$ cat src/verilog/memPkg.sv
`default_nettype none

package memPkg;

    // ####################
    // Bus geometry.
    parameter int dataWidth   = 32;
    parameter int strobeWidth = dataWidth / 8;

    // Access size, same coding as the load/store type field of the pipeline.
    typedef enum logic [1:0] {
        accByte = 2'b00,
        accHalf = 2'b01,
        accWord = 2'b10
    } accessType;

    // ####################
    // AXI response codes.
    parameter logic [1:0] respOkay   = 2'b00;
    parameter logic [1:0] respSlvErr = 2'b10;

endpackage

`default_nettype wire

$ cat src/verilog/axiLiteIf.sv
`timescale 1ns/1ps
`default_nettype none

interface axiLiteIf #(
    parameter int addrWidth = 12
);
    logic                             awValid;
    logic                             awReady;
    logic [addrWidth-1:0]             awAddr;

    logic                             wValid;
    logic                             wReady;
    logic [memPkg::dataWidth-1:0]     wData;
    logic [memPkg::strobeWidth-1:0]   wStrb;

    logic                             bValid;
    logic                             bReady;
    logic [1:0]                       bResp;

    logic                             arValid;
    logic                             arReady;
    logic [addrWidth-1:0]             arAddr;

    logic                             rValid;
    logic                             rReady;
    logic [memPkg::dataWidth-1:0]     rData;
    logic [1:0]                       rResp;

    modport master (
        output awValid, awAddr, wValid, wData, wStrb, bReady, arValid, arAddr, rReady,
        input  awReady, wReady, bValid, bResp, arReady, rValid, rData, rResp
    );

    modport slave (
        input  awValid, awAddr, wValid, wData, wStrb, bReady, arValid, arAddr, rReady,
        output awReady, wReady, bValid, bResp, arReady, rValid, rData, rResp
    );

endinterface

`default_nettype wire

$ cat src/verilog/fetchPort.sv
`timescale 1ns/1ps
`default_nettype none

module fetchPort #(
    parameter int addrWidth = 12
) (
    input  logic                          clk,
    input  logic                          rst,
    input  logic                          fetchValid,
    output logic                          fetchReady,
    input  logic [addrWidth-1:0]          fetchAddr,
    output logic                          fetchRespValid,
    input  logic                          fetchRespReady,
    output logic [memPkg::dataWidth-1:0]  fetchInstr,
    output logic                          fetchError,
    axiLiteIf.master                      bus
);

    typedef enum logic [1:0] {
        stIdle,
        stRead,
        stReadResp,
        stDone
    } stateType;

    stateType              state;
    logic [addrWidth-1:0]  pc;

    always_ff @(posedge clk)
    begin
        if (rst)
        begin
            state      <= stIdle;
            fetchError <= 1'b0;
        end
        else
        begin
            case (state)
                stIdle:
                    if (fetchValid)
                    begin
                        fetchError <= |fetchAddr[1:0];
                        state      <= (|fetchAddr[1:0]) ? stDone : stRead;
                    end
                stRead:
                    if (bus.arReady)
                        state <= stReadResp;
                stReadResp:
                    if (bus.rValid)
                    begin
                        fetchError <= (bus.rResp != memPkg::respOkay);
                        state      <= stDone;
                    end
                default:
                    if (fetchRespReady)
                        state <= stIdle;
            endcase
        end
    end

    always_ff @(posedge clk)
    begin
        if (state == stIdle && fetchValid)
            pc <= fetchAddr;
        if (state == stReadResp && bus.rValid)
            fetchInstr <= bus.rData; // Held until the consumer takes it.
    end

    assign fetchReady     = (state == stIdle);
    assign fetchRespValid = (state == stDone);
    assign bus.arValid    = (state == stRead);
    assign bus.arAddr     = pc;
    assign bus.rReady     = (state == stReadResp);

    // Instruction reads only.
    assign bus.awValid = 1'b0;
    assign bus.awAddr  = '0;
    assign bus.wValid  = 1'b0;
    assign bus.wData   = '0;
    assign bus.wStrb   = '0;
    assign bus.bReady  = 1'b0;

endmodule

`default_nettype wire

$ cat src/flat_wrapper.sv
// flat-port wrapper written by rule: the top's interface ports become plain ports
module fetchPort_flat 
#(
    parameter int addrWidth = 12
)
  (clk, rst, fetchValid, fetchReady, fetchAddr, fetchRespValid, fetchRespReady, fetchInstr, fetchError, bus_awValid, bus_awAddr, bus_wValid, bus_wData, bus_wStrb, bus_bReady, bus_arValid, bus_arAddr, bus_rReady, bus_awReady, bus_wReady, bus_bValid, bus_bResp, bus_arReady, bus_rValid, bus_rData, bus_rResp);
  axiLiteIf #(.addrWidth(addrWidth)) bus_i ();
  input  logic clk;
  input  logic rst;
  input  logic fetchValid;
  output logic fetchReady;
  input  logic [addrWidth-1:0] fetchAddr;
  output logic fetchRespValid;
  input  logic fetchRespReady;
  output logic [memPkg::dataWidth-1:0] fetchInstr;
  output logic fetchError;
  output wire logic [$bits(bus_i.awValid)-1:0] bus_awValid;
  output wire logic [$bits(bus_i.awAddr)-1:0] bus_awAddr;
  output wire logic [$bits(bus_i.wValid)-1:0] bus_wValid;
  output wire logic [$bits(bus_i.wData)-1:0] bus_wData;
  output wire logic [$bits(bus_i.wStrb)-1:0] bus_wStrb;
  output wire logic [$bits(bus_i.bReady)-1:0] bus_bReady;
  output wire logic [$bits(bus_i.arValid)-1:0] bus_arValid;
  output wire logic [$bits(bus_i.arAddr)-1:0] bus_arAddr;
  output wire logic [$bits(bus_i.rReady)-1:0] bus_rReady;
  input wire logic [$bits(bus_i.awReady)-1:0] bus_awReady;
  input wire logic [$bits(bus_i.wReady)-1:0] bus_wReady;
  input wire logic [$bits(bus_i.bValid)-1:0] bus_bValid;
  input wire logic [$bits(bus_i.bResp)-1:0] bus_bResp;
  input wire logic [$bits(bus_i.arReady)-1:0] bus_arReady;
  input wire logic [$bits(bus_i.rValid)-1:0] bus_rValid;
  input wire logic [$bits(bus_i.rData)-1:0] bus_rData;
  input wire logic [$bits(bus_i.rResp)-1:0] bus_rResp;
  assign bus_awValid = bus_i.awValid;
  assign bus_awAddr = bus_i.awAddr;
  assign bus_wValid = bus_i.wValid;
  assign bus_wData = bus_i.wData;
  assign bus_wStrb = bus_i.wStrb;
  assign bus_bReady = bus_i.bReady;
  assign bus_arValid = bus_i.arValid;
  assign bus_arAddr = bus_i.arAddr;
  assign bus_rReady = bus_i.rReady;
  assign bus_i.awReady = bus_awReady;
  assign bus_i.wReady = bus_wReady;
  assign bus_i.bValid = bus_bValid;
  assign bus_i.bResp = bus_bResp;
  assign bus_i.arReady = bus_arReady;
  assign bus_i.rValid = bus_rValid;
  assign bus_i.rData = bus_rData;
  assign bus_i.rResp = bus_rResp;
  fetchPort #(.addrWidth(addrWidth)) u_core (.clk(clk), .rst(rst), .fetchValid(fetchValid), .fetchReady(fetchReady), .fetchAddr(fetchAddr), .fetchRespValid(fetchRespValid), .fetchRespReady(fetchRespReady), .fetchInstr(fetchInstr), .fetchError(fetchError), .bus(bus_i));
endmodule
$ cat config.mk
export PLATFORM = sky130hd
export DESIGN_NAME = fetchPort_flat
export DESIGN_NICKNAME = d
export VERILOG_FILES = /design/src/verilog/memPkg.sv /design/src/verilog/axiLiteIf.sv /design/src/verilog/fetchPort.sv /design/src/flat_wrapper.sv
export SDC_FILE = /design/constraint.sdc
export NUM_CORES = 1
export LEC_CHECK = 0
export CORE_MARGIN = 3
export CORE_UTILIZATION = 40
export CTS_CLUSTER_SIZE = 25
export DETAILED_ROUTE_END_ITERATION = 6
export DONT_BUFFER_PORTS = 1
export SLEW_MARGIN = 20
export SYNTH_ARGS = -nofsm -noshare
export SYNTH_HDL_FRONTEND = slang
export SYNTH_SLANG_ARGS = --single-unit
$ cat constraint.sdc
create_clock -name clk -period 2.7 [get_ports clk]
set_input_delay 0.54 -clock clk [delete_from_list [all_inputs] [get_ports clk]]
set_output_delay 0.54 -clock clk [all_outputs]
set_load 0.02 [all_outputs]
==> results of run 1 <==
cell type report:
type | count | area share [%]
inverter | 2 | 0.3734
timing repair buffer | 1 | 0.3734
sequential | 47 | 68.70
tap | 67 | 4.169
multi-input combinational | 77 | 20.66
clock buffer | 5 | 3.423
clock inverter | 3 | 2.302
cells by family (layout without fill, tap and decap cells):
family / count (synthesis) / after routing / synth area share [%]
simple gates: 14 / 14 / 5.319
flops: 47 / 47 / 69.09
fa+ha+maj: 6 / 6 / 3.755
mux: 1 / 1 / 0.5006
compound gates: 5 / 5 / 1.627
other cells: 1 / 51 / 0.1876
buf+inv: 53 / 11 / 19.52
worst max path at each step:
| stage | depth (start not counted) | slack, ps | from | to |
|---|---|---|---|---|
| finish | 4 | 880 | u_core.state[0] | u_core.fetchInstr[21] |
| global route | 4 | 750 | u_core.state[0] | u_core.fetchInstr[18] |
| CTS | 4 | 850 | u_core.state[0] | u_core.fetchInstr[21] |
| detailed placement | 4 | 900 | u_core.state[0] | u_core.fetchInstr[2] |
| global placement | 4 | 940 | u_core.state[0] | u_core.fetchInstr[2] |
| floorplan | 3 | 640 | u_core.state[0] | u_core.fetchInstr[0] |
per-layer routing:
metal,up-vias,track usage (%)
li1,350,-
met1,381,10.42
met2,100,17.60
met3,6,6.103
met4,0,5.435
met5,-,0
cells in the mapped netlist (all sizes together), types with 2 or more instances:
cell type / number / share of area (%)
buf: 51 / 19
nor2b: 4 / 1.6
dfxtp: 3 / 3.0
inv: 2 / 0.38
o31ai: 2 / 0.75
nor2: 4 / 0.75
ha: 6 / 3.8
nor4: 2 / 1.7
edfxtp: 44 / 66
o21ai: 2 / 0.50
and2: 2 / 0.63
flip-flops by register name (all words and copies together) (netlist names):
register	count
u_core.bus.arAddr	12
u_core.fetchError	1
u_core.fetchInstr	32
u_core.state	2
per-stage QoR:
step           hold WS, ps  setup WS [ps]  area (µm²)  power (mW)  utilization [%]
6_report             299.4          883.9        2011       1.979            42.01
3_3_place_gp         578.6          941.8        1896       1.478            39.61
3_5_place_dp         611.5          899.3        1896       1.489            39.61
4_1_cts              286.7          854.7        2011       2.004            42.01
2_1_floorplan        544.5          642.8        2187       1.479                -
5_1_grt              275.8          752.7        2011       2.087            42.01
worst max-delay path: cells and delay by family (launching register included):
kind | cells | cell delay, ps
buffers and inverters | 2 | 480
adders and majority gates | 1 | 430
DFF | 1 | 360
and+or+nand+nor | 1 | 190
power groups by stage:
stage	sequential [mW]	clock, mW	combinational [mW]
floorplan	1.15	0	0.327
global placement	1.17	0	0.305
detailed placement	1.18	0	0.314
CTS	1.16	0.530	0.315
global route	1.17	0.576	0.345
finish	1.16	0.510	0.315
layout by cell type, fill, tap and decap left out:
cell type | netlist | layout
o31ai_1 | 2 | 2
o21ai_0 | 2 | 2
nor2b_4 | 1 | 1
clkbuf_8 | 0 | 5
inv_6 | 0 | 1
ha_1 | 6 | 6
o211ai_1 | 1 | 1
nor4_2 | 1 | 1
nor4_4 | 1 | 1
edfxtp_1 | 44 | 44
bufinv_16 | 0 | 1
and2_1 | 2 | 2
buf_4 | 51 | 1
clkinvlp_4 | 0 | 1
nor2_1 | 4 | 4
nor3_1 | 1 | 1
nor2b_1 | 3 | 3
mux2i_1 | 1 | 1
inv_1 | 2 | 2
nand3b_1 | 1 | 1
dfxtp_1 | 3 | 3
conb_1 | 1 | 51
==> impl_metrics.toml, run 1 <==
[run_status]
status = "complete, no violations"

[timing]
setup_violations = 0
fmax_mhz = 550.6
max-slew-margin-rel_pct = 66.56
period_share_pct = 67.26
fin_skew_ps = 12.95
period_minus_slack_ps = 1816
finalHoldViolCount = 0
finalMaxSlewViolations = 0
setup_tns_ps = 0
rsz0062_at_grt = "false"
worstMarginPinSlew_ps = 501.6

[floorplan]
initial_utilization_pct = 41.78
dieArea_um2 = 5883
io_pins = 157
core_area_um2 = 4786
die_h_um = 76.70
die_x_um = 76.70
rows = 25

[logic_synthesis]
yosys_warnings = 0
syn_avg_cell_area_um2 = 15.74
synth_edf_count = 44
ys_seq_area_share_pct = 69.09
async_flop_share_pct = 0
ys_ff_latch = 47
syn_area_um2 = 1999
synth-main-ff-cell = "edfxtp_1"
synth_cells = 127
synth.distinct_cells = 18

[routing]
drc_errors = 0
wl_met1_mm = 1.134
wl_mm = 3.213
routed_via_density = 4.144
wl_met2_mm = 1.588
avgRoutedWirePerCell_um = 15.91
routed.top_layer = "met4"
drt.antenna.violating_nets = 0
vias = 837
wl_met3_um = 426
drtIter0Drc = 45
first_pass_iters = 3

[pwr]
sw_frac_of_total_pct = 33.11
combPwrFrac_pct = 15.9
switchingPower_uw = 655.4
total_leakage_power_nw = 0.7540
seqPwrFrac_pct = 58.4
p_clk_share_pct = 25.7
ir_drop_uv = 373.1
powerDensity_nw_per_um2 = 984.4
internal_power_mw = 1.324

[cts]
ctsResizeCount = 0
tritoncts = "done"
post-cts-setup-buffer-count = 0
cts-root-buf = "clkbuf_8"
clkTransAtPathRegs_ps = 90
holdBufCountCts = 0
cts_inserted_buffers = 5
clk_latency_ps = 300
cts_num_sinks = 47
htree_levels = 2
clockBufferDepth = 2

[worst_hold_path]
whs_endpoint = "u_core.fetchError"
holdPathStages = 1
min_from = "rst"
min_path_type = "in -> reg"

[global_routing]
gr-total-overflow = 0
antenna_found_initial = 0
grt_pass1_wl_mm = 4.664
grt_pass1_vias = 774
grt_start_max_net_pins = 33
gr-usage-all-layers_pct = 10.59

[place]
hpwlAfterDp_mm = 2.619
placed_cells = 194
gp_congestion = 0.7955
port_buffers = 0

[setup_path]
slowest_stage = "ha_1"
worst_r2r_endpoint = "u_core.fetchInstr[21]"
startpoint_type = "flip-flop"
r2r_slack_ps = 880
regToRegStartpoint = "u_core.state[0]"
crit_path_max_fanout = 32
crit_required_ps = 2650
crit_type = "reg -> reg"
reg2reg_depth = 4
crit_chain = "inv_1 -> ha_1 -> and2_1 -> buf_4"
worst_setup_path_end_kind = "flip-flop"
cp.arrival_ps = 1770
critPathMaxStageDelay_ps = 430

[cells_and_area]
final_cell_count_no_fill = 202
drive_gt1_share_pct = 8.889
multi_input_area_um2 = 415.4
nNetsFinal = 197
syn_to_final_growth_pct = 0.5633
fill_cells = 435
regArea_um2 = 1381
antenna_cells = 0

[job]
max-cap-violations = 0
Power figures use the tool's default switching activity.
==> run 2, diff against run 1 <==
==> constraint.sdc (replaced) <==
create_clock -name clk -period 1.8 [get_ports clk]
set_input_delay 0.36 -clock clk [delete_from_list [all_inputs] [get_ports clk]]
set_output_delay 0.36 -clock clk [all_outputs]
set_load 0.02 [all_outputs]
==> run 2 against run 1 <==
Compared with the run above: clock power grew 48%; cell count grew 0.50%; worst setup slack lost 700 ps; utilization grew 0.44 points; clock skew shrank 2.7 ps.
==> impl_metrics.toml, run 2 (synthesis results as in run 1) <==
[cells_and_area]
layout_common_cells = "conb_1 (51), edfxtp_1 (44), ha_1 (5), clkbuf_8 (5), nor2_1 (4)"
drive_gt1_share_pct = 11.03
top_register = "u_core.fetchInstr"
fill_cells = 434
fin_area_um2 = 2032
syn_to_final_growth_pct = 1.627
antenna_cells = 0
largest_register_ffs = 32
final_common_cell = "conb_1"
nNetsFinal = 198

[worst_hold_path]
holdPathStages = 1
min_path_type = "in -> reg"

[routing]
routed.top_layer = "met4"
drt.antenna.violating_nets = 0
wl_mm = 3.136
vias = 828
wl_met3_um = 427
first_pass_iters = 4
wl_met2_mm = 1.564
drtIter0Drc = 34
routed_via_density = 4.079
avgRoutedWirePerCell_um = 15.45
drc_errors = 0
wl_met1_mm = 1.087

[cts]
post-cts-setup-buffer-count = 0
htree_levels = 2
cts-root-buf = "clkbuf_8"
cts_inserted_buffers = 5
cts_num_sinks = 47
tritoncts = "done"
holdBufCountCts = 0
clk_latency_ps = 290
clkTransAtPathRegs_ps = 90
clockBufferDepth = 2

[timing]
period_share_pct = 89.56
setup_ws_ps = 187.9
finalMaxSlewViolations = 0
period_minus_slack_ps = 1612
worstMarginPinSlew_ps = 510.3
fmax_mhz = 620.3
fin_hold_ws_ps = 126.0
finalHoldViolCount = 0
fin_skew_ps = 10.23
setup_violations = 0
max-slew-margin-rel_pct = 65.98
setup_tns_ps = 0
rsz0062_at_grt = "false"

[setup_path]
crit_chain = "inv_1 -> ha_1 -> buf_4"
critPathMaxStageDelay_ps = 390
worst_setup_path_end_kind = "output port"
crit_required_ps = 1440
slowest_stage = "dfxtp_1"
crit_type = "reg -> out"
startpoint_type = "flip-flop"
crit_path_max_fanout = 5
reg2reg_depth = 5
path_depth = 3
worst-path-buf-inv = 2
critPathTopFamily = "flip-flops"
cp.arrival_ps = 1250

[pwr]
p_clk_share_pct = 25.3
seqPwrFrac_pct = 58.0
powerDensity_nw_per_um2 = 1463
switchingPower_uw = 970.8
p_total_mw = 2.973
total_leakage_power_nw = 0.7649
internal_power_mw = 2.002
sw_frac_of_total_pct = 32.66
ir_drop_uv = 506.6
combPwrFrac_pct = 16.6

[global_routing]
grt_start_max_net_pins = 33
grt_pass1_wl_mm = 4.650
grt_pass1_vias = 771
gr-usage-all-layers_pct = 10.52
gr-total-overflow = 0
antenna_found_initial = 0

[floorplan]
dieArea_um2 = 5883
rows = 25
die_h_um = 76.70
core_area_um2 = 4786
die_x_um = 76.70
io_pins = 157
initial_utilization_pct = 41.78

[place]
hpwlAfterDp_mm = 2.503
dpl-instance-area_um2 = 1917
pre_cts_ws_ps = 163.9
port_buffers = 0
gp_congestion = 0.7519

[run_status]
status = "complete, no violations"

[job]
max-cap-violations = 0
-- run 2: cell type report --
type	instances	area (µm²)	area share (%)
inverters	2	7.507	0.3695
well taps	67	83.83	4.126
multi-input cells	77	419.2	20.63
clock buffers	5	68.82	3.387
repair buffers	2	27.53	1.355
clock inverters	3	43.79	2.155
flip-flops and latches	47	1381	67.98
-- run 2: power groups by stage --
stage / clock [mW] / sequential (mW) / combinational [mW]
after floorplan: 0 / 1.72 / 0.492
after global placement: 0 / 1.76 / 0.480
after detailed placement: 0 / 1.76 / 0.492
after CTS: 0.788 / 1.73 / 0.493
after global routing: 0.853 / 1.74 / 0.551
final: 0.753 / 1.73 / 0.494
-- run 2: timing repair --
item / CTS / global route
endpoints found under the setup margin: 0 / 1
gates resized for setup: 0 / 1
endpoints found under the hold margin: 0 / 0
-- run 2: metrics by stage --
stage | util [%] | cells
6_report | 42.46 | 203
5_1_grt | 42.46 | 203
4_1_cts | 42.41 | 203
3_5_place_dp | 40.05 | 195
3_3_place_gp | 40.05 | 195
2_1_floorplan | - | 177
-- run 2: worst paths after layout --
kind	startpoint	slack, ps	endpoint
worst max-delay path	u_core.state[0]	190	bus_rReady
worst min-delay path	rst	130	u_core.fetchError
worst max register to register	u_core.state[0]	190	u_core.state[1]
worst min register to register	u_core.fetchError	620	u_core.fetchError
-- run 2: worst register-to-register path, cell delays in order, from the launching register on --
cell and delay, ps:
dfxtp_1 390, inv_1 110, ha_1 330, nor4_2 400, nor4_4 80, o31ai_1 220
-- run 2: layer usage --
metal  vias up  global-route usage [%]
met5         -                       0
met3         5                   6.573
li1        355                       -
met4         0                   4.891
met2        99                   17.33
met1       369                   10.38
