==> src/verilog/memPkg.sv <==
`default_nettype none

package memPkg;

    // ####################
    // Bus geometry.
    parameter int dataWidth   = 32;
    parameter int strobeWidth = dataWidth / 8;

    // Access size, same coding as the load/store type field of the pipeline.
    typedef enum logic [1:0] {
        accByte = 2'b00,
        accHalf = 2'b01,
        accWord = 2'b10
    } accessType;

    // ####################
    // AXI response codes.
    parameter logic [1:0] respOkay   = 2'b00;
    parameter logic [1:0] respSlvErr = 2'b10;

endpackage

`default_nettype wire

==> src/verilog/axiLiteIf.sv <==
`timescale 1ns/1ps
`default_nettype none

interface axiLiteIf #(
    parameter int addrWidth = 12
);
    logic                             awValid;
    logic                             awReady;
    logic [addrWidth-1:0]             awAddr;

    logic                             wValid;
    logic                             wReady;
    logic [memPkg::dataWidth-1:0]     wData;
    logic [memPkg::strobeWidth-1:0]   wStrb;

    logic                             bValid;
    logic                             bReady;
    logic [1:0]                       bResp;

    logic                             arValid;
    logic                             arReady;
    logic [addrWidth-1:0]             arAddr;

    logic                             rValid;
    logic                             rReady;
    logic [memPkg::dataWidth-1:0]     rData;
    logic [1:0]                       rResp;

    modport master (
        output awValid, awAddr, wValid, wData, wStrb, bReady, arValid, arAddr, rReady,
        input  awReady, wReady, bValid, bResp, arReady, rValid, rData, rResp
    );

    modport slave (
        input  awValid, awAddr, wValid, wData, wStrb, bReady, arValid, arAddr, rReady,
        output awReady, wReady, bValid, bResp, arReady, rValid, rData, rResp
    );

endinterface

`default_nettype wire

==> src/verilog/busArbiter.sv <==
`timescale 1ns/1ps
`default_nettype none

module busArbiter #(
    parameter int addrWidth = 12
) (
    input  logic      clk,
    input  logic      rst,
    axiLiteIf.slave   dataSide,
    axiLiteIf.slave   fetchSide,
    axiLiteIf.master  ram
);

    logic                  ownerValid;
    logic                  ownerFetch;
    logic                  prioFetch; // Low after reset, so memStage wins first.
    logic                  dataReq;
    logic                  fetchReq;
    logic                  grantFetch;
    logic                  ownerDone;
    logic                  selData;
    logic                  selFetch;
    logic [addrWidth-1:0]  awAddrSel;
    logic [addrWidth-1:0]  arAddrSel;

    assign dataReq    = dataSide.awValid | dataSide.arValid;
    assign fetchReq   = fetchSide.awValid | fetchSide.arValid;
    assign grantFetch = fetchReq & (prioFetch | ~dataReq);
    assign ownerDone  = (ram.bValid & ram.bReady) | (ram.rValid & ram.rReady);

    always_ff @(posedge clk)
    begin
        if (rst)
        begin
            ownerValid <= 1'b0;
            ownerFetch <= 1'b0;
            prioFetch  <= 1'b0;
        end
        else if (!ownerValid)
        begin
            if (dataReq || fetchReq)
            begin
                ownerValid <= 1'b1;
                ownerFetch <= grantFetch;
            end
        end
        else if (ownerDone)
        begin
            ownerValid <= 1'b0; // Idle for one cycle.
            prioFetch  <= ~ownerFetch;
        end
    end

    assign selData  = ownerValid & ~ownerFetch;
    assign selFetch = ownerValid & ownerFetch;

    // ####################
    // Owner's requests toward the RAM.
    assign awAddrSel   = ownerFetch ? fetchSide.awAddr : dataSide.awAddr;
    assign arAddrSel   = ownerFetch ? fetchSide.arAddr : dataSide.arAddr;
    assign ram.awValid = (selData & dataSide.awValid) | (selFetch & fetchSide.awValid);
    assign ram.awAddr  = awAddrSel;
    assign ram.wValid  = (selData & dataSide.wValid) | (selFetch & fetchSide.wValid);
    assign ram.wData   = ownerFetch ? fetchSide.wData : dataSide.wData;
    assign ram.wStrb   = ownerFetch ? fetchSide.wStrb : dataSide.wStrb;
    assign ram.bReady  = (selData & dataSide.bReady) | (selFetch & fetchSide.bReady);
    assign ram.arValid = (selData & dataSide.arValid) | (selFetch & fetchSide.arValid);
    assign ram.arAddr  = arAddrSel;
    assign ram.rReady  = (selData & dataSide.rReady) | (selFetch & fetchSide.rReady);

    // ####################
    // RAM answers, the other side sees nothing.
    assign dataSide.awReady = selData & ram.awReady;
    assign dataSide.wReady  = selData & ram.wReady;
    assign dataSide.bValid  = selData & ram.bValid;
    assign dataSide.bResp   = ram.bResp;
    assign dataSide.arReady = selData & ram.arReady;
    assign dataSide.rValid  = selData & ram.rValid;
    assign dataSide.rData   = ram.rData;
    assign dataSide.rResp   = ram.rResp;

    assign fetchSide.awReady = selFetch & ram.awReady;
    assign fetchSide.wReady  = selFetch & ram.wReady;
    assign fetchSide.bValid  = selFetch & ram.bValid;
    assign fetchSide.bResp   = ram.bResp;
    assign fetchSide.arReady = selFetch & ram.arReady;
    assign fetchSide.rValid  = selFetch & ram.rValid;
    assign fetchSide.rData   = ram.rData;
    assign fetchSide.rResp   = ram.rResp;

    // A response from the RAM must always have an owner to go back to.
    idleNoResponse: assert property (@(posedge clk) disable iff (rst)
        !ownerValid |-> !ram.bValid && !ram.rValid)
        else $error("busArbiter: RAM response pending with no owner");

endmodule

`default_nettype wire

==> src/flat_wrapper.sv <==
// flat-port wrapper written by rule: the top's interface ports become plain ports
module busArbiter_flat 
#(
    parameter int addrWidth = 12
)
  (clk, rst, dataSide_awValid, dataSide_awAddr, dataSide_wValid, dataSide_wData, dataSide_wStrb, dataSide_bReady, dataSide_arValid, dataSide_arAddr, dataSide_rReady, dataSide_awReady, dataSide_wReady, dataSide_bValid, dataSide_bResp, dataSide_arReady, dataSide_rValid, dataSide_rData, dataSide_rResp, fetchSide_awValid, fetchSide_awAddr, fetchSide_wValid, fetchSide_wData, fetchSide_wStrb, fetchSide_bReady, fetchSide_arValid, fetchSide_arAddr, fetchSide_rReady, fetchSide_awReady, fetchSide_wReady, fetchSide_bValid, fetchSide_bResp, fetchSide_arReady, fetchSide_rValid, fetchSide_rData, fetchSide_rResp, ram_awValid, ram_awAddr, ram_wValid, ram_wData, ram_wStrb, ram_bReady, ram_arValid, ram_arAddr, ram_rReady, ram_awReady, ram_wReady, ram_bValid, ram_bResp, ram_arReady, ram_rValid, ram_rData, ram_rResp);
  axiLiteIf #(.addrWidth(addrWidth)) dataSide_i ();
  axiLiteIf #(.addrWidth(addrWidth)) fetchSide_i ();
  axiLiteIf #(.addrWidth(addrWidth)) ram_i ();
  input  logic clk;
  input  logic rst;
  input wire logic [$bits(dataSide_i.awValid)-1:0] dataSide_awValid;
  input wire logic [$bits(dataSide_i.awAddr)-1:0] dataSide_awAddr;
  input wire logic [$bits(dataSide_i.wValid)-1:0] dataSide_wValid;
  input wire logic [$bits(dataSide_i.wData)-1:0] dataSide_wData;
  input wire logic [$bits(dataSide_i.wStrb)-1:0] dataSide_wStrb;
  input wire logic [$bits(dataSide_i.bReady)-1:0] dataSide_bReady;
  input wire logic [$bits(dataSide_i.arValid)-1:0] dataSide_arValid;
  input wire logic [$bits(dataSide_i.arAddr)-1:0] dataSide_arAddr;
  input wire logic [$bits(dataSide_i.rReady)-1:0] dataSide_rReady;
  output wire logic [$bits(dataSide_i.awReady)-1:0] dataSide_awReady;
  output wire logic [$bits(dataSide_i.wReady)-1:0] dataSide_wReady;
  output wire logic [$bits(dataSide_i.bValid)-1:0] dataSide_bValid;
  output wire logic [$bits(dataSide_i.bResp)-1:0] dataSide_bResp;
  output wire logic [$bits(dataSide_i.arReady)-1:0] dataSide_arReady;
  output wire logic [$bits(dataSide_i.rValid)-1:0] dataSide_rValid;
  output wire logic [$bits(dataSide_i.rData)-1:0] dataSide_rData;
  output wire logic [$bits(dataSide_i.rResp)-1:0] dataSide_rResp;
  input wire logic [$bits(fetchSide_i.awValid)-1:0] fetchSide_awValid;
  input wire logic [$bits(fetchSide_i.awAddr)-1:0] fetchSide_awAddr;
  input wire logic [$bits(fetchSide_i.wValid)-1:0] fetchSide_wValid;
  input wire logic [$bits(fetchSide_i.wData)-1:0] fetchSide_wData;
  input wire logic [$bits(fetchSide_i.wStrb)-1:0] fetchSide_wStrb;
  input wire logic [$bits(fetchSide_i.bReady)-1:0] fetchSide_bReady;
  input wire logic [$bits(fetchSide_i.arValid)-1:0] fetchSide_arValid;
  input wire logic [$bits(fetchSide_i.arAddr)-1:0] fetchSide_arAddr;
  input wire logic [$bits(fetchSide_i.rReady)-1:0] fetchSide_rReady;
  output wire logic [$bits(fetchSide_i.awReady)-1:0] fetchSide_awReady;
  output wire logic [$bits(fetchSide_i.wReady)-1:0] fetchSide_wReady;
  output wire logic [$bits(fetchSide_i.bValid)-1:0] fetchSide_bValid;
  output wire logic [$bits(fetchSide_i.bResp)-1:0] fetchSide_bResp;
  output wire logic [$bits(fetchSide_i.arReady)-1:0] fetchSide_arReady;
  output wire logic [$bits(fetchSide_i.rValid)-1:0] fetchSide_rValid;
  output wire logic [$bits(fetchSide_i.rData)-1:0] fetchSide_rData;
  output wire logic [$bits(fetchSide_i.rResp)-1:0] fetchSide_rResp;
  output wire logic [$bits(ram_i.awValid)-1:0] ram_awValid;
  output wire logic [$bits(ram_i.awAddr)-1:0] ram_awAddr;
  output wire logic [$bits(ram_i.wValid)-1:0] ram_wValid;
  output wire logic [$bits(ram_i.wData)-1:0] ram_wData;
  output wire logic [$bits(ram_i.wStrb)-1:0] ram_wStrb;
  output wire logic [$bits(ram_i.bReady)-1:0] ram_bReady;
  output wire logic [$bits(ram_i.arValid)-1:0] ram_arValid;
  output wire logic [$bits(ram_i.arAddr)-1:0] ram_arAddr;
  output wire logic [$bits(ram_i.rReady)-1:0] ram_rReady;
  input wire logic [$bits(ram_i.awReady)-1:0] ram_awReady;
  input wire logic [$bits(ram_i.wReady)-1:0] ram_wReady;
  input wire logic [$bits(ram_i.bValid)-1:0] ram_bValid;
  input wire logic [$bits(ram_i.bResp)-1:0] ram_bResp;
  input wire logic [$bits(ram_i.arReady)-1:0] ram_arReady;
  input wire logic [$bits(ram_i.rValid)-1:0] ram_rValid;
  input wire logic [$bits(ram_i.rData)-1:0] ram_rData;
  input wire logic [$bits(ram_i.rResp)-1:0] ram_rResp;
  assign dataSide_i.awValid = dataSide_awValid;
  assign dataSide_i.awAddr = dataSide_awAddr;
  assign dataSide_i.wValid = dataSide_wValid;
  assign dataSide_i.wData = dataSide_wData;
  assign dataSide_i.wStrb = dataSide_wStrb;
  assign dataSide_i.bReady = dataSide_bReady;
  assign dataSide_i.arValid = dataSide_arValid;
  assign dataSide_i.arAddr = dataSide_arAddr;
  assign dataSide_i.rReady = dataSide_rReady;
  assign dataSide_awReady = dataSide_i.awReady;
  assign dataSide_wReady = dataSide_i.wReady;
  assign dataSide_bValid = dataSide_i.bValid;
  assign dataSide_bResp = dataSide_i.bResp;
  assign dataSide_arReady = dataSide_i.arReady;
  assign dataSide_rValid = dataSide_i.rValid;
  assign dataSide_rData = dataSide_i.rData;
  assign dataSide_rResp = dataSide_i.rResp;
  assign fetchSide_i.awValid = fetchSide_awValid;
  assign fetchSide_i.awAddr = fetchSide_awAddr;
  assign fetchSide_i.wValid = fetchSide_wValid;
  assign fetchSide_i.wData = fetchSide_wData;
  assign fetchSide_i.wStrb = fetchSide_wStrb;
  assign fetchSide_i.bReady = fetchSide_bReady;
  assign fetchSide_i.arValid = fetchSide_arValid;
  assign fetchSide_i.arAddr = fetchSide_arAddr;
  assign fetchSide_i.rReady = fetchSide_rReady;
  assign fetchSide_awReady = fetchSide_i.awReady;
  assign fetchSide_wReady = fetchSide_i.wReady;
  assign fetchSide_bValid = fetchSide_i.bValid;
  assign fetchSide_bResp = fetchSide_i.bResp;
  assign fetchSide_arReady = fetchSide_i.arReady;
  assign fetchSide_rValid = fetchSide_i.rValid;
  assign fetchSide_rData = fetchSide_i.rData;
  assign fetchSide_rResp = fetchSide_i.rResp;
  assign ram_awValid = ram_i.awValid;
  assign ram_awAddr = ram_i.awAddr;
  assign ram_wValid = ram_i.wValid;
  assign ram_wData = ram_i.wData;
  assign ram_wStrb = ram_i.wStrb;
  assign ram_bReady = ram_i.bReady;
  assign ram_arValid = ram_i.arValid;
  assign ram_arAddr = ram_i.arAddr;
  assign ram_rReady = ram_i.rReady;
  assign ram_i.awReady = ram_awReady;
  assign ram_i.wReady = ram_wReady;
  assign ram_i.bValid = ram_bValid;
  assign ram_i.bResp = ram_bResp;
  assign ram_i.arReady = ram_arReady;
  assign ram_i.rValid = ram_rValid;
  assign ram_i.rData = ram_rData;
  assign ram_i.rResp = ram_rResp;
  busArbiter #(.addrWidth(addrWidth)) u_core (.clk(clk), .rst(rst), .dataSide(dataSide_i), .fetchSide(fetchSide_i), .ram(ram_i));
endmodule
==> config.mk <==
export PLATFORM = sky130hd
export DESIGN_NAME = busArbiter_flat
export DESIGN_NICKNAME = d
export VERILOG_FILES = /design/src/verilog/memPkg.sv /design/src/verilog/axiLiteIf.sv /design/src/verilog/busArbiter.sv /design/src/flat_wrapper.sv
export SDC_FILE = /design/constraint.sdc
export NUM_CORES = 1
export LEC_CHECK = 0
export ABC_AREA = 1
export BUFFER_PORTS_ARGS = -buffer_cell sky130_fd_sc_hd__buf_2
export CAP_MARGIN = 0
export CORE_AREA = 10 10 116 118
export DETAILED_ROUTE_END_ITERATION = 12
export DIE_AREA = 0 0 126 128
export GPL_TIMING_DRIVEN = 0
export MAX_ROUTING_LAYER = met4
export SLEW_MARGIN = 20
export SYNTH_ARGS = -nofsm -noshare
export SYNTH_HDL_FRONTEND = slang
export SYNTH_SLANG_ARGS = --single-unit
==> constraint.sdc <==
create_clock -name clk -period 1.9 [get_ports clk]
set_input_delay 0.38 -clock clk [delete_from_list [all_inputs] [get_ports clk]]
set_output_delay 0.38 -clock clk [all_outputs]
set_load 0.01 [all_outputs]
==> metrics.md, run 1 <==
| Metric | Value |
|---|---|
| Outcome | finished clean |
| Sw Share | 39.3% |
| FF-to-FF path depth | 7 |
| CP bufs+invs | 4 |
| Post-CTS setup buffer count | 0 |
| Post-synth top cells | 186 x nand2_1, 80 x buf_4, 12 x nor2_1 |
| Num CTS Buffers | 3 |
| Reg power frac | 5.7% |
| TNS Setup | 0 ns |
| I/O pin cnt | 320 |
| Slowest cell on the critical path | dfxtp_1 |
| Reg2reg start | u_core.ownerFetch |
| Post-synthesis cell type count | 14 |
| Mapped cell area | 1600 sq um |
| Worst Hold Class | input port to register |
| Initial DRC Count | 64 |
| Asr flop ratio synth | 0% |
| Seq/Total Area, Yosys | 3.74% |
| Vias in the first global route | 2785 |
| Setup violations, final | 0 |
| Reg2reg setup slack | 0.91 ns |
| Vias per cell | 3.72 |
| Initial Util | 14.3% |
| Fin. Hold Viols | 0 |
| #FFs+latches synth | 3 |
| Initial antenna violation count | 2 |
| Syn Inst Count | 318 |
| Clock group share of total power | 26.3% |
| Synth area leader | nand2_1 |
| Routed WL | 10700 um |
| DRC viols | 0 |
| Sw power | 0.503 mW |
| Share of cells above drive strength 1 | 62.6% |
| Hold buffer count at CTS | 0 |
| CTS tree | done |
| Worst path cell trace | inv_1 -> buf_4 -> buf_4 -> nand2_1 -> nand2_1 -> buf_2 |
| CP delay by family, top | buffers and inverters |
| Resized cells post-CTS | 0 |
| Syn_nets | 491 |
| Total die area | 16100 sq um |
| Startpoint Class | register |
| CP Launch Point | u_core.ownerFetch |
| Count of standard-cell rows | 39 |
| H-Tree Level Count | 1 |
| VDD IR max | 0.000261 V |
| TritonRoute pass-1 iters | 4 |
| Reg-to-reg critical path endpoint | u_core.prioFetch |
| Grt ovf | 0 |
| Worst-skew pair later-pin latency | 0.23 ns |
| Nets | 779 |
| Worst setup EP type | output port |
| Cell with the most instances after synthesis | nand2_1 |
| Via count | 2791 |
| WS Path Type | register to output port |
| Worst Path Required | 1.52 ns |
| CP max FO | 10 |
| Synth Warn # | 0 |
| Global-route wire length before repair | 15200 um |
| Total core area | 11200 sq um |
| Max-cap violations | 0 |
| CTS Root Buffer Type | clkbuf_16 |
| Slowest stage delay, CP | 0.31 ns |
| CTS max path bufs | 2 |
| CP Data Arrival Time | 1.35 ns |
| Slew @ Worst Pin | 0.229 ns |
| Slew Limit Fails | 0 |
| Area Growth Syn to Fin | 105% |
| CTS clk-pin slew, worst paths | 0.03 ns |
| Worst setup endpoint | ram_arAddr[5] |
| Post-route ant nets | 0 |
| Fmax | 0.576 GHz |
| RSZ-0062 raised after global routing | no |
| Pin count of the biggest net entering global routing | 11 |
| Power share of the combinational group | 67.9% |
| Fin crit share | 91.3% |
| Cell Int Power | 0.778 mW |
| Number of synthesized flops with an enable pin | 0 |
| Placed Cells | 744 |
| Total GRT Usage | 11.8% |
| Leakage | 2.26 nW |
| Fillers | 1265 |
| Final GP Congestion | 0.793 |
| Main synth FF type | dfxtp_1 |
| Min Tclk post-route | 1.73 ns |
| Yosys top cell area share | 43.5% |
| Main area contributors after synthesis | nand2_1 44%, buf_4 37%, dfxtp_1 3.7% |
| Post-DP HPWL | 9740 um |
| CTS sink cnt | 3 |
| Routed len/inst | 14.2 um |
| Average cell area after synthesis | 5.04 sq um |
| Worst clock skew | 0.000961 ns |
| PD cells | 390 nW/um^2 |
| Crit. path cell count | 6 |
| WHS Path Cells | 4 |
| Rel. slew slack | 84.7% |
| Die width | 126 um |
| Fin cells | 750 |
| IO buf count | 283 |
| Die Y | 128 um |
## cells by family (layout without fill, tap and decap cells)
logic type | count (synthesis) | count (layout) | synth area share, %
buffers and inverters | 96 | 383 | 42.1
AOI/OAI and AO/OA | 5 | 5 | 1.72
other | 0 | 2 | 0
and+or+nand+nor | 214 | 214 | 52.4
DFF | 3 | 3 | 3.74
## stage by stage
stage | instance area [sq um] | util [%] | hold slack (ns) | total power [mW] | setup slack (ns)
2_1_floorplan | 1600 | - | 0.453 | 0.530 | 0.617
3_3_place_gp | 3200 | 28.5 | 0.494 | 0.959 | 0.360
3_5_place_dp | 3200 | 28.5 | 0.483 | 0.961 | 0.354
4_1_cts | 3280 | 29.2 | 0.454 | 1.30 | 0.118
5_1_grt | 3280 | 29.3 | 0.488 | 1.39 | 0.0501
6_report | 3280 | 29.3 | 0.454 | 1.28 | 0.165
## routing by layer
layer,wire [um],vias to the layer above,global-route usage (%),share of wire [%]
li1,-,1459,-,-
met1,4220,1161,12.8,40
met2,5390,167,21.0,51
met3,1010,4,4.05,9.5
met4,41,0,1.27,0.38
met5,0,-,-,0
## how the worst min path moves through the flow
stage                     startpoint                 to
floorplan           u_core.prioFetch   u_core.prioFetch
global placement    u_core.prioFetch   u_core.prioFetch
detailed placement  u_core.prioFetch   u_core.prioFetch
CTS                              rst  u_core.ownerFetch
global route              ram_bValid  u_core.ownerValid
finish                           rst  u_core.ownerFetch
## flip-flops by register name, indices dropped and copies added, names as in the netlist
signal and cells:
u_core.ownerFetch 1, u_core.ownerValid 1, u_core.prioFetch 1
## power by group through the flow
| stage | sequential (mW) | combinational, mW | clock (mW) |
|---|---|---|---|
| final | 0.0735 | 0.870 | 0.337 |
| after floorplan | 0.0734 | 0.456 | 0 |
| after global routing | 0.0742 | 0.962 | 0.350 |
| after detailed placement | 0.0743 | 0.886 | 0 |
| after CTS | 0.0735 | 0.891 | 0.338 |
| after global placement | 0.0741 | 0.885 | 0 |
## cell type report
type,count,area (sq um),share of cell area (%)
Timing Repair Buffer,283,1420,43.1
Multi-Input combinational cell,219,868,26.4
Buffer,87,642,19.6
Tap cell,143,179,5.45
Clock buffer,4,78.8,2.40
Sequential cell,3,60.1,1.83
Inverter,9,33.8,1.03
Antenna cell,2,5.00,0.152
## placed cells by master (no fill, tap or decap), drive strengths merged
cell type  Yosys  final
nand2        190    190
nand4          2      2
o22ai          1      1
diode          0      2
clkbuf         0      4
nor2          12     12
o21ai          3      3
a31oi          1      1
nand3         10     10
buf           87    370
inv            9      9
dfxtp          3      3
## tightest hold or removal path: stages
cell,delay (ns)
buf_2,0.07
inv_1,0.06
nand2_1,0.07
a31oi_1,0.04
Power figures use the tool's default switching activity.
==> run 2: changes to the inputs <==
--- a/config.mk
+++ b/config.mk
@@ -12,8 +12,9 @@
 export DETAILED_ROUTE_END_ITERATION = 12
 export DIE_AREA = 0 0 126 128
 export GPL_TIMING_DRIVEN = 0
-export MAX_ROUTING_LAYER = met4
+export PLACE_DENSITY_LB_ADDON = 0.08
 export SLEW_MARGIN = 20
 export SYNTH_ARGS = -nofsm -noshare
 export SYNTH_HDL_FRONTEND = slang
 export SYNTH_SLANG_ARGS = --single-unit
+export TNS_END_PERCENT = 5
==> metrics.md, run 2 (synthesis results as in run 1) <==
| Metric | Value |
|---|---|
| FF-to-FF path depth | 3 (-4) |
| Fmax | 0.579 GHz (+0.42%) |
| Slew Limit Fails | 0 (unchanged) |
| Total core area | 11200 sq um (unchanged) |
| Final GP Congestion | 0.774 (-2.4%) |
| Resized cells post-CTS | 0 (unchanged) |
| Fin crit share | 90.9% (-0.38 points) |
| CTS clk-pin slew, worst paths | 0.03 ns (about the same) |
| CTS tree | done |
| Worst-skew pair later-pin latency | 0.22 ns (about the same) |
| Final setup margin | 0.172 ns (+0.00718 ns) |
| Nets | 779 (unchanged) |
| Largest regs | u_core.ownerFetch: 1 flops, u_core.ownerValid: 1 flops, u_core.prioFetch: 1 flops |
| Most frequent cells in the layout | 289 x buf_2, 186 x nand2_1, 80 x buf_4 |
| Slew @ Worst Pin | 0.257 ns (+0.0282 ns) |
| CP max FO | 10 (unchanged) |
| Count of standard-cell rows | 39 (unchanged) |
| Fin. Hold Viols | 0 (unchanged) |
| Placed Cells | 744 (unchanged) |
| CTS sink cnt | 3 (unchanged) |
| Reg-to-reg critical path endpoint | u_core.ownerFetch |
| Hold buffer count at CTS | 0 (unchanged) |
| Die Y | 128 um (unchanged) |
| Share of cells above drive strength 1 | 62.6% (unchanged) |
| CTS Root Buffer Type | clkbuf_16 |
| Die width | 126 um (unchanged) |
| Initial Util | 14.3% (unchanged) |
| RSZ-0062 raised after global routing | no |
| Startpoint Class | register |
| Fin cells | 748 (-0.27%) |
| Worst Path Required | 1.52 ns (about the same) |
| Commonest non-fill, non-tap cell in the layout | buf_2 |
| Worst setup endpoint | ram_wData[10] |
| Initial antenna violation count | 0 (-2) |
| CP Data Arrival Time | 1.35 ns (about the same) |
| Pin count of the biggest net entering global routing | 11 (unchanged) |
| I/O pin cnt | 320 (unchanged) |
| Worst Hold Class | input port to register |
| Total GRT Usage | 11.6% (-0.24 points) |
| Reg2reg start | u_core.ownerFetch |
| Post-DP HPWL | 9810 um (+0.71%) |
| Worst setup EP type | output port |
| Leakage | 2.26 nW (about the same) |
| CTS max path bufs | 2 (unchanged) |
| Vias in the first global route | 2810 (+0.90%) |
| Initial DRC Count | 44 (-31%) |
| Global-route wire length before repair | 15400 um (+0.81%) |
| PD cells | 389 nW/um^2 (-0.38%) |
| Total die area | 16100 sq um (unchanged) |
| Area Growth Syn to Fin | 104% |
| VDD IR max | 0.000434 V (+66%) |
| Reg2reg setup slack | 0.89 ns (-0.02 ns) |
| Grt ovf | 0 (unchanged) |
| Layout Utilization | 29.2% (-0.045 points) |
| Total area of sequential cells | 60.1 sq um (unchanged) |
| Dpl ws | 0.348 ns (-0.00565 ns) |
| Fillers | 1321 (+4.4%) |
| Setup violations, final | 0 (unchanged) |
| Max-cap violations | 0 (unchanged) |
| Vias per cell | 3.68 (-1.2%) |
| Routed len/inst | 14.3 um (+0.64%) |
| Rel. slew slack | 82.8% (-1.9 points) |
| TNS Setup | 0 ns (unchanged) |
| CP Launch Point | u_core.ownerFetch |
| Worst clock skew | 0.000667 ns (-0.000294 ns) |
| Min Tclk post-route | 1.73 ns (-0.00718 ns) |
| Multi-input gate area | 868 sq um (unchanged) |
| H-Tree Level Count | 1 (unchanged) |
| Post-route ant nets | 0 (unchanged) |
| Post-CTS setup buffer count | 0 (unchanged) |
| Hold slack | 0.451 ns (-0.00285 ns) |
| Via count | 2750 (-1.5%) |
| WS Path Type | register to output port |
| ANT cells | 0 (-2) |
| TritonRoute pass-1 iters | 4 (unchanged) |
| Outcome | finished clean |
| IO buf count | 283 (unchanged) |
| Routed WL | 10700 um (+0.37%) |
| Num CTS Buffers | 3 (unchanged) |
| DRC viols | 0 (unchanged) |
run 2: cell count changes in the layout (fill, tap and decap cells not counted):
cell | previous run | this run
diode_2 | 2 | 0
o21ai_0 | 3 | 2
o21ai_1 | 0 | 1
run 2: worst min-delay path by stage:
stage / cells after the start / slack, ns / from / endpoint
3_3_place_gp: 2 / 0.48 / u_core.prioFetch / u_core.prioFetch
5_1_grt: 4 / 0.49 / rst / u_core.ownerFetch
6_report: 4 / 0.45 / rst / u_core.ownerFetch
4_1_cts: 4 / 0.45 / rst / u_core.ownerFetch
2_1_floorplan: 2 / 0.45 / u_core.prioFetch / u_core.prioFetch
3_5_place_dp: 2 / 0.49 / u_core.prioFetch / u_core.prioFetch
run 2: worst max-delay path: stages (launching register included):
cell and delay [ns]:
dfxtp_1 0.31, inv_1 0.12, buf_4 0.22, buf_4 0.20, nand2_1 0.07, nand2_1 0.05
buf_2 0.15
run 2: area by class of cell:
cell class	instances	area share, %
multi-input cells	219	26.5
plain buffers	87	19.6
well taps	143	5.46
repair buffers	283	43.2
clock buffers	4	2.40
flip-flops and latches	3	1.83
inverters	9	1.03
run 2: per-stage QoR:
step | total power, mW | instance area, sq um
2_1_floorplan | 0.530 | 1600
3_3_place_gp | 0.963 | 3200
3_5_place_dp | 0.964 | 3200
4_1_cts | 1.31 | 3280
5_1_grt | 1.39 | 3280
6_report | 1.27 | 3280
run 2: report_power, final:
| part | leakage, nW | switching [mW] | total [mW] | internal, mW |
|---|---|---|---|---|
| clock network | 0.0382 | 0.0563 | 0.333 | 0.277 |
| logic | 2.19 | 0.437 | 0.868 | 0.431 |
| registers | 0.0248 | 0.00375 | 0.0734 | 0.0697 |
run 2: routing by layer:
metal / GRT usage (%) / share of wire [%] / up-vias
li1: - / - / 1455
met1: 10.5 / 32 / 1134
met2: 23.2 / 55 / 157
met3: 5.87 / 12 / 4
met4: 0.737 / 0.41 / 0
met5: 0 / 0 / -
